File: src/verilog/cachePkg.sv
// ****************************************
// cache package
// widths, line types and MSI encodings
// ****************************************
`default_nettype none

package cachePkg;

    localparam int ADDR_WIDTH = 16;
    localparam int WORD_WIDTH = 32;

    // processor hold-off after a snoop write-back
    localparam int HOLDOFF_CYCLES = 4;
    localparam int HOLDOFF_WIDTH = 3;

    typedef logic [ADDR_WIDTH-1:0] addrT;
    typedef logic [WORD_WIDTH-1:0] wordT;
    typedef logic [HOLDOFF_WIDTH-1:0] holdoffT;

    // stable coherence states of the line
    typedef enum logic [1:0] {
        modified = 2'd0,
        shared = 2'd1,
        invalid = 2'd2
    } coherT;

    // snoop bus messages, same encoding both ways
    typedef enum logic [1:0] {
        none = 2'd0,
        readMiss = 2'd1,
        writeMiss = 2'd2,
        invalidate = 2'd3
    } busOpT;

endpackage

`default_nettype wire

File: src/verilog/lineStore.sv
// ****************************************
// line store
// tag, data word and MSI state, with hit compares
// ****************************************
`timescale 1ns/1ps
`default_nettype none

module lineStore (
    input  logic              clk,
    input  logic              reset,
    input  logic              loadLine,
    input  logic              writeLine,
    input  logic              setState,
    input  cachePkg::addrT    newAddr,
    input  cachePkg::wordT    newData,
    input  cachePkg::coherT   nextCoher,
    input  cachePkg::addrT    cpuAddr,
    input  cachePkg::addrT    snoopAddr,
    output cachePkg::coherT   lineState,
    output cachePkg::addrT    lineTag,
    output cachePkg::wordT    lineData,
    output logic              cpuHit,
    output logic              snoopHit
);

    import cachePkg::*;

    always_ff @(posedge clk) begin
        if (reset) begin
            lineState <= invalid;
        end else if (setState) begin
            lineState <= nextCoher;
        end
    end

    // a fill replaces tag and word, a write only the word
    always_ff @(posedge clk) begin
        if (loadLine) begin
            lineTag <= newAddr;
            lineData <= newData;
        end else if (writeLine) begin
            lineData <= newData;
        end
    end

    // invalid never hits
    assign cpuHit = (lineState != invalid) && (lineTag == cpuAddr);
    assign snoopHit = (lineState != invalid) && (lineTag == snoopAddr);

endmodule

`default_nettype wire

File: src/verilog/memRequest.sv
// ****************************************
// memory request
// holds one request through valid/ready
// ****************************************
`timescale 1ns/1ps
`default_nettype none

module memRequest (
    input  logic              clk,
    input  logic              reset,
    input  logic              memIssue,
    input  logic              memIssueWrite,
    input  cachePkg::addrT    memIssueAddr,
    input  cachePkg::wordT    memIssueData,
    output logic              memReqValid,
    output logic              memWrite,
    output cachePkg::addrT    memAddr,
    output cachePkg::wordT    memWdata,
    input  logic              memReqReady,
    input  logic              memRespValid,
    input  cachePkg::wordT    memRdata,
    output logic              memDone,
    output cachePkg::wordT    memFill
);

    logic pending;

    always_ff @(posedge clk) begin
        if (reset) begin
            memReqValid <= 1'b0;
            pending <= 1'b0;
        end else begin
            if (memIssue) begin
                memReqValid <= 1'b1;
                pending <= 1'b1;
            end else if (memReqValid && memReqReady) begin
                memReqValid <= 1'b0;
            end
            // pending lasts past the handshake until the response
            if (memDone) begin
                pending <= 1'b0;
            end
        end
    end

    always_ff @(posedge clk) begin
        if (memIssue) begin
            memWrite <= memIssueWrite;
            memAddr <= memIssueAddr;
            memWdata <= memIssueData;
        end
    end

    assign memDone = memRespValid && pending;
    assign memFill = memRdata;

    respExpected: assert property (@(posedge clk) disable iff (reset)
        memRespValid |-> pending)
        else $error("memory response with nothing outstanding");

endmodule

`default_nettype wire

File: src/verilog/backoffTimer.sv
// ****************************************
// backoff timer
// hold-off window after a snoop write-back
// ****************************************
`timescale 1ns/1ps
`default_nettype none

module backoffTimer (
    input  logic clk,
    input  logic reset,
    input  logic holdStart,
    output logic holdBusy
);

    import cachePkg::*;

    holdoffT count;

    always_ff @(posedge clk) begin
        if (reset) begin
            count <= '0;
        end else if (holdStart) begin
            count <= holdoffT'(HOLDOFF_CYCLES);
        end else if (count != '0) begin
            count <= count - 1'b1;
        end
    end

    assign holdBusy = (count != '0);

    noRestart: assert property (@(posedge clk) disable iff (reset)
        holdStart |-> !holdBusy)
        else $error("hold-off restarted while busy");

endmodule

`default_nettype wire

File: src/verilog/coherenceFsm.sv
// ****************************************
// coherence FSM
// sequences hits, misses, write-backs and snoops
// ****************************************
`timescale 1ns/1ps
`default_nettype none

module coherenceFsm (
    input  logic              clk,
    input  logic              reset,
    input  logic              cpuValid,
    input  logic              cpuWrite,
    input  cachePkg::addrT    cpuAddr,
    input  cachePkg::wordT    cpuWdata,
    output logic              cpuReady,
    output logic              cpuRespValid,
    output cachePkg::wordT    cpuRdata,
    input  logic              snoopValid,
    input  cachePkg::busOpT   snoopOp,
    input  cachePkg::addrT    snoopAddr,
    output logic              snoopReady,
    output logic              busValid,
    output cachePkg::busOpT   busOp,
    output cachePkg::addrT    busAddr,
    input  logic              busReady,
    input  logic              cpuHit,
    input  logic              snoopHit,
    input  cachePkg::coherT   lineState,
    input  cachePkg::wordT    lineData,
    input  cachePkg::addrT    lineTag,
    output logic              loadLine,
    output logic              writeLine,
    output logic              setState,
    output cachePkg::coherT   nextCoher,
    output logic              memIssue,
    output logic              memIssueWrite,
    output cachePkg::addrT    memIssueAddr,
    output cachePkg::wordT    memIssueData,
    input  logic              memDone,
    input  cachePkg::wordT    memFill,
    output logic              holdStart,
    input  logic              holdBusy
);

    import cachePkg::*;

    typedef enum logic [3:0] {
        idle,
        evictWb,
        missCast,
        fillWait,
        mergeWrite,
        invCast,
        snoopWb,
        holdGap,
        settle
    } fsmT;

    fsmT state;
    logic reqWrite;
    addrT reqAddr;
    wordT reqData;
    coherT snoopTarget;
    logic cpuTake;
    logic snoopTake;

    // snoops win over the processor
    assign snoopReady = (state == idle);
    assign cpuReady = (state == idle) && !snoopValid && !holdBusy;
    assign cpuTake = cpuValid && cpuReady;
    assign snoopTake = snoopValid && snoopReady;

    always_ff @(posedge clk) begin
        cpuRespValid <= 1'b0;
        loadLine <= 1'b0;
        writeLine <= 1'b0;
        setState <= 1'b0;
        memIssue <= 1'b0;
        holdStart <= 1'b0;
        if (reset) begin
            state <= idle;
            busValid <= 1'b0;
        end else begin
            case (state)
                idle: begin
                    if (snoopTake) begin
                        if (snoopHit && lineState == modified &&
                                (snoopOp == readMiss || snoopOp == writeMiss)) begin
                            memIssue <= 1'b1;
                            memIssueWrite <= 1'b1;
                            memIssueAddr <= snoopAddr;
                            memIssueData <= lineData;
                            snoopTarget <= (snoopOp == readMiss) ? shared : invalid;
                            state <= snoopWb;
                        end else if (snoopHit && lineState == shared &&
                                (snoopOp == writeMiss || snoopOp == invalidate)) begin
                            setState <= 1'b1;
                            nextCoher <= invalid;
                            state <= settle;
                        end
                    end else if (cpuTake) begin
                        reqWrite <= cpuWrite;
                        reqAddr <= cpuAddr;
                        reqData <= cpuWdata;
                        if (cpuHit && !cpuWrite) begin
                            cpuRespValid <= 1'b1;
                            cpuRdata <= lineData;
                        end else if (cpuHit && lineState == modified) begin
                            writeLine <= 1'b1;
                            memIssueData <= cpuWdata;
                            cpuRespValid <= 1'b1;
                            state <= settle;
                        end else if (cpuHit) begin
                            // shared write hit needs the others invalidated
                            busValid <= 1'b1;
                            busOp <= invalidate;
                            busAddr <= cpuAddr;
                            state <= invCast;
                        end else if (lineState == modified) begin
                            memIssue <= 1'b1;
                            memIssueWrite <= 1'b1;
                            memIssueAddr <= lineTag;
                            memIssueData <= lineData;
                            state <= evictWb;
                        end else begin
                            busValid <= 1'b1;
                            busOp <= cpuWrite ? writeMiss : readMiss;
                            busAddr <= cpuAddr;
                            state <= missCast;
                        end
                    end
                end
                evictWb: begin
                    if (memDone) begin
                        busValid <= 1'b1;
                        busOp <= reqWrite ? writeMiss : readMiss;
                        busAddr <= reqAddr;
                        state <= missCast;
                    end
                end
                missCast: begin
                    if (busReady) begin
                        busValid <= 1'b0;
                        memIssue <= 1'b1;
                        memIssueWrite <= 1'b0;
                        memIssueAddr <= reqAddr;
                        state <= fillWait;
                    end
                end
                fillWait: begin
                    if (memDone) begin
                        // issue address doubles as the fill tag
                        memIssueData <= memFill;
                        loadLine <= 1'b1;
                        setState <= 1'b1;
                        nextCoher <= reqWrite ? modified : shared;
                        if (reqWrite) begin
                            state <= mergeWrite;
                        end else begin
                            cpuRespValid <= 1'b1;
                            cpuRdata <= memFill;
                            state <= settle;
                        end
                    end
                end
                mergeWrite: begin
                    writeLine <= 1'b1;
                    memIssueData <= reqData;
                    cpuRespValid <= 1'b1;
                    state <= settle;
                end
                invCast: begin
                    if (busReady) begin
                        busValid <= 1'b0;
                        writeLine <= 1'b1;
                        memIssueData <= reqData;
                        setState <= 1'b1;
                        nextCoher <= modified;
                        cpuRespValid <= 1'b1;
                        state <= settle;
                    end
                end
                snoopWb: begin
                    if (memDone) begin
                        setState <= 1'b1;
                        nextCoher <= snoopTarget;
                        holdStart <= 1'b1;
                        state <= holdGap;
                    end
                end
                // lets the timer go busy before ready returns
                holdGap: state <= idle;
                // line store takes its update here
                settle: state <= idle;
                default: state <= idle;
            endcase
        end
    end

    respSingle: assert property (@(posedge clk) disable iff (reset)
        cpuRespValid |=> !cpuRespValid)
        else $error("cpu response held for two cycles");

    issueOnce: assert property (@(posedge clk) disable iff (reset)
        memIssue |=> (!memIssue until memDone))
        else $error("memory issue while a request is outstanding");

endmodule

`default_nettype wire

File: src/verilog/snoopCache.sv
// ****************************************
// snooping cache controller
// one MSI line between processor, memory and bus
// ****************************************
`timescale 1ns/1ps
`default_nettype none

module snoopCache (
    input  logic              clk,
    input  logic              reset,
    input  logic              cpuValid,
    input  logic              cpuWrite,
    input  cachePkg::addrT    cpuAddr,
    input  cachePkg::wordT    cpuWdata,
    output logic              cpuReady,
    output logic              cpuRespValid,
    output cachePkg::wordT    cpuRdata,
    output logic              memReqValid,
    output logic              memWrite,
    output cachePkg::addrT    memAddr,
    output cachePkg::wordT    memWdata,
    input  logic              memReqReady,
    input  logic              memRespValid,
    input  cachePkg::wordT    memRdata,
    input  logic              snoopValid,
    input  cachePkg::busOpT   snoopOp,
    input  cachePkg::addrT    snoopAddr,
    output logic              snoopReady,
    output logic              busValid,
    output cachePkg::busOpT   busOp,
    output cachePkg::addrT    busAddr,
    input  logic              busReady
);

    import cachePkg::*;

    logic cpuHit;
    logic snoopHit;
    coherT lineState;
    wordT lineData;
    addrT lineTag;
    logic loadLine;
    logic writeLine;
    logic setState;
    coherT nextCoher;
    logic memIssue;
    logic memIssueWrite;
    addrT memIssueAddr;
    wordT memIssueData;
    logic memDone;
    wordT memFill;
    logic holdStart;
    logic holdBusy;

    coherenceFsm fsm (
        .clk(clk),
        .reset(reset),
        .cpuValid(cpuValid),
        .cpuWrite(cpuWrite),
        .cpuAddr(cpuAddr),
        .cpuWdata(cpuWdata),
        .cpuReady(cpuReady),
        .cpuRespValid(cpuRespValid),
        .cpuRdata(cpuRdata),
        .snoopValid(snoopValid),
        .snoopOp(snoopOp),
        .snoopAddr(snoopAddr),
        .snoopReady(snoopReady),
        .busValid(busValid),
        .busOp(busOp),
        .busAddr(busAddr),
        .busReady(busReady),
        .cpuHit(cpuHit),
        .snoopHit(snoopHit),
        .lineState(lineState),
        .lineData(lineData),
        .lineTag(lineTag),
        .loadLine(loadLine),
        .writeLine(writeLine),
        .setState(setState),
        .nextCoher(nextCoher),
        .memIssue(memIssue),
        .memIssueWrite(memIssueWrite),
        .memIssueAddr(memIssueAddr),
        .memIssueData(memIssueData),
        .memDone(memDone),
        .memFill(memFill),
        .holdStart(holdStart),
        .holdBusy(holdBusy)
    );

    // line updates ride on the issue address and data registers
    lineStore store (
        .clk(clk),
        .reset(reset),
        .loadLine(loadLine),
        .writeLine(writeLine),
        .setState(setState),
        .newAddr(memIssueAddr),
        .newData(memIssueData),
        .nextCoher(nextCoher),
        .cpuAddr(cpuAddr),
        .snoopAddr(snoopAddr),
        .lineState(lineState),
        .lineTag(lineTag),
        .lineData(lineData),
        .cpuHit(cpuHit),
        .snoopHit(snoopHit)
    );

    memRequest request (
        .clk(clk),
        .reset(reset),
        .memIssue(memIssue),
        .memIssueWrite(memIssueWrite),
        .memIssueAddr(memIssueAddr),
        .memIssueData(memIssueData),
        .memReqValid(memReqValid),
        .memWrite(memWrite),
        .memAddr(memAddr),
        .memWdata(memWdata),
        .memReqReady(memReqReady),
        .memRespValid(memRespValid),
        .memRdata(memRdata),
        .memDone(memDone),
        .memFill(memFill)
    );

    backoffTimer timer (
        .clk(clk),
        .reset(reset),
        .holdStart(holdStart),
        .holdBusy(holdBusy)
    );

endmodule

`default_nettype wire

File: config.mk
export PLATFORM = sky130hd
export DESIGN_NAME = snoopCache
export DESIGN_NICKNAME = d
export VERILOG_FILES = /design/src/verilog/cachePkg.sv /design/src/verilog/lineStore.sv /design/src/verilog/memRequest.sv /design/src/verilog/backoffTimer.sv /design/src/verilog/coherenceFsm.sv /design/src/verilog/snoopCache.sv
export SDC_FILE = /design/constraint.sdc
export NUM_CORES = 1
export LEC_CHECK = 0
export CORE_MARGIN = 2
export CORE_UTILIZATION = 57
export DETAILED_ROUTE_END_ITERATION = 16
export DONT_BUFFER_PORTS = 1
export PLACE_DENSITY_LB_ADDON = 0.3
export SKIP_CTS_REPAIR_TIMING = 1
export SYNTH_ARGS = -nofsm -noshare
export SYNTH_HDL_FRONTEND = slang
export SYNTH_HIERARCHICAL = 1
export SYNTH_SLANG_ARGS = --single-unit
File: constraint.sdc
create_clock -name clk -period 5.1 [get_ports clk]
set_input_delay 0 -clock clk [delete_from_list [all_inputs] [get_ports clk]]
set_output_delay 0 -clock clk [all_outputs]
set_load 0.01 [all_outputs]
==> impl_metrics.toml <==
[outcome]
outcome = "finished, violations left"
violations = "negative hold slack"

[timing]
final-max-slew-violation-count = 0
max_freq_mhz = 302.1
whs_ps = -32.41
min_period_ps = 3311
period_share_pct = 64.91
fin_skew_ps = 25.81
fin_tns_setup_ps = 0
rsz0062_at_grt = "no"
maxSlewHeadroom_pct = 25.78
setup_violations = 0
hold_viol = 2
worst_slew_pin_slew_ps = 1110

[critical_path]
regToRegEndpoint = "fsm/memIssueData[18]"
r2r_slack_ps = 1790
critPathLaunchType = "flip-flop"
end_kind = "flip-flop"
path_cells = "xnor2_1, nand4_1, nor4_1, and3_1, or4b_2, o21ai_0, a21oi_1, nor3_2, buf_4"
r2r-start = "store/lineTag[11]"
critical_path_required_ps = 5260
critPathLaunch = "store/lineTag[11]"
cp_data_arrival_time_ps = 3470
critPathMaxStageDelay_ps = 610
rr_worst_depth = 9
critPathMaxFanout = 32
crit_slowest_cell = "or4b_2"
worstSetupPathType = "flip-flop to flip-flop"

[cts]
clock_latency_ps = 540
clockBufferDepth = 3
cts-root-buf = "clkbuf_16"
cts_tree = "done"
cts.reportedPaths.clkPinSlew_ps = 60
numCtsBuffers = 27
cts.sinks = 267
h-tree-depth = 1

[die]
die_x_um = 144.2
pin_count = 210
rows = 51
die_h_um = 144.2
initial_core_util_pct = 57.73
fp.dieArea_mm2 = 0.02078
core-area_mm2 = 0.01940

[cells_and_area]
antenna_cells = 0
syn_to_final_growth_pct = 18.57
stdcell_count = 1154
regArea_mm2 = 0.007839
mostFrequentLayoutCell = "edfxtp_1"
fill_cells = 1287
final_cell_mix = "edfxtp_1, nand2_1, dlygate4sd3_1"
multi_input_area_mm2 = 0.002925
finalNetCount = 984
drive_above_1_share_pct = 10.91
final_design_area_no_fill_mm2 = 0.01328

[yosys]
ys_ff_latch = 267
ys_warn_count = 6
syn_nets = 904
synth_area_per_cell_um2 = 14.21
ys_seq_area_share_pct = 69.99
synth_top_area_cell = "edfxtp_1"
async_flop_share_pct = 0
netlist.area_leader.share_pct = 66.77
ys_dominant_reg_cell = "edfxtp_1"
synth_edf_count = 249
netlist_area_mm2 = 0.01120
synth_area_leaders = "edfxtp_1, mux2i_1, nand2_1, dfxtp_1, xnor2_1"
yosysUniqueCellTypes = 58
postSynthCellCount = 788

[place]
placed_cells = 996
gp_congestion = 0.9269
port-buffer-count = 0
hpwl_um = 15950
place_area_mm2 = 0.01127

[grt]
grt_use_met3_pct = 7.483
use_met1_pct = 28.83
overflow = 0
grt_pass1_wl_um = 36600
grtUsageTotal_pct = 23.24
grt_start_max_net_pins = 62
grt_busiest_layer = "met2"
grt_pass1_vias = 6554
antenna_found_initial = 0
gr-usage-met2_pct = 39.52

[hold_path]
hold_end = "fsm/state[2]"
hold_path.startpoint = "snoopValid"
hp-class = "primary input to flip-flop"
whs_path_depth = 4

[drt]
vias_per_cell = 6.000
drc = 0
ant_nets = 0
drt_iter0_drc = 574
first_pass_iters = 5
routed_wl_um = 27070
vias = 6924
post_drt_wl_per_cell_um = 23.46

[power]
vdd_drop_max_v = 0.0002309
p_per_area_mw_per_mm2 = 396.1
power.total_w = 0.005259
leakage_nw = 4.436

[job]
maxCapViolations = 0
==> worst max-delay path, delay by kind of cell (launching register included) <==
kind | cells | cell delay, ps
simple gates | 5 | 1430
xor+xnor | 1 | 200
flops | 1 | 460
buf+inv | 1 | 450
compound gates | 2 | 380
==> how the worst max path moves through the flow <==
stage / to / slack [ps] / depth (start not counted)
after CTS: fsm/memIssueData[18] / 1820 / 9
after global placement: fsm/memIssueData[4] / 1900 / 9
after global routing: fsm/memIssueData[28] / 1660 / 9
after detailed placement: fsm/memIssueData[4] / 1840 / 9
after floorplan: fsm/memIssueData[0] / 430 / 8
final: fsm/memIssueData[18] / 1790 / 9
==> metrics by stage <==
stage                     utilization, %  setup WS [ps]
after floorplan                        -          425.8
after global placement             58.12           1895
after detailed placement           58.12           1835
after CTS                          62.87           1820
after global routing               68.45           1664
final                              68.45           1789
==> report_power, final <==
part           switching (W)  internal [W]  total [W]
Combinational       0.000329      0.000221   0.000551
Sequential          0.000101       0.00256    0.00266
Clock               0.000818       0.00123    0.00204
Total                0.00125       0.00401    0.00526
==> metal layers <==
| layer | share of wire (%) | wire length (um) | vias up |
|---|---|---|---|
| li1 | - | - | 3053 |
| met1 | 39 | 10430 | 3430 |
| met2 | 50 | 13540 | 388 |
| met3 | 9.0 | 2449 | 53 |
| met4 | 2.4 | 648 | 0 |
| met5 | 0 | 0 | - |
==> cell usage after synthesis (5+ instances only) <==
cell and instances:
buf_4 33, nor4_1 5, edfxtp_1 249, mux2_2 18, dfxtp_1 18, nand2b_1 8, inv_1 19, ha_1 10
o21ai_0 24, nand4_1 7, o21ai_1 29, mux2i_1 50, nand2_1 123, o211ai_1 6, a21oi_1 11, nor3_1 10
a22oi_1 30, buf_6 5, xnor2_1 32, clkbuf_1 25, nor2_1 12, nand3_1 8
==> area by class of cell <==
cell class	count	share of cell area, %
flip-flops and latches	267	59.04
multi-input cells	432	22.03
repair buffers	119	8.858
clock buffers	31	5.202
well taps	265	2.497
clock inverters	19	1.743
inverters	21	0.6314
==> state kept, by name, indices dropped and copies added (netlist names), 3 cells and up <==
| register | count |
|---|---|
| fsm/cpuRdata | 32 |
| request/memWdata | 32 |
| store/lineData | 32 |
| fsm/memIssueData | 32 |
| request/memAddr | 16 |
| fsm/state | 4 |
| timer/count | 3 |
| fsm/memIssueAddr | 16 |
| fsm/busAddr | 16 |
| store/lineTag | 16 |
| fsm/reqData | 32 |
| fsm/reqAddr | 16 |
==> logic make-up (layout without fill, tap and decap cells) <==
kind of cell	count (synthesis)	count (layout)	synth area share [%]
AND/OR/NAND/NOR	196	196	8.168
multiplexers	68	68	6.279
AO/OA/AOI/OAI	124	124	7.173
buffers and inverters	89	190	4.614
XOR/XNOR	34	34	2.659
flip-flops	267	267	69.99
adder cells (fa/ha/maj)	10	10	1.117
Note: power is estimated with default switching activity, not from simulation.
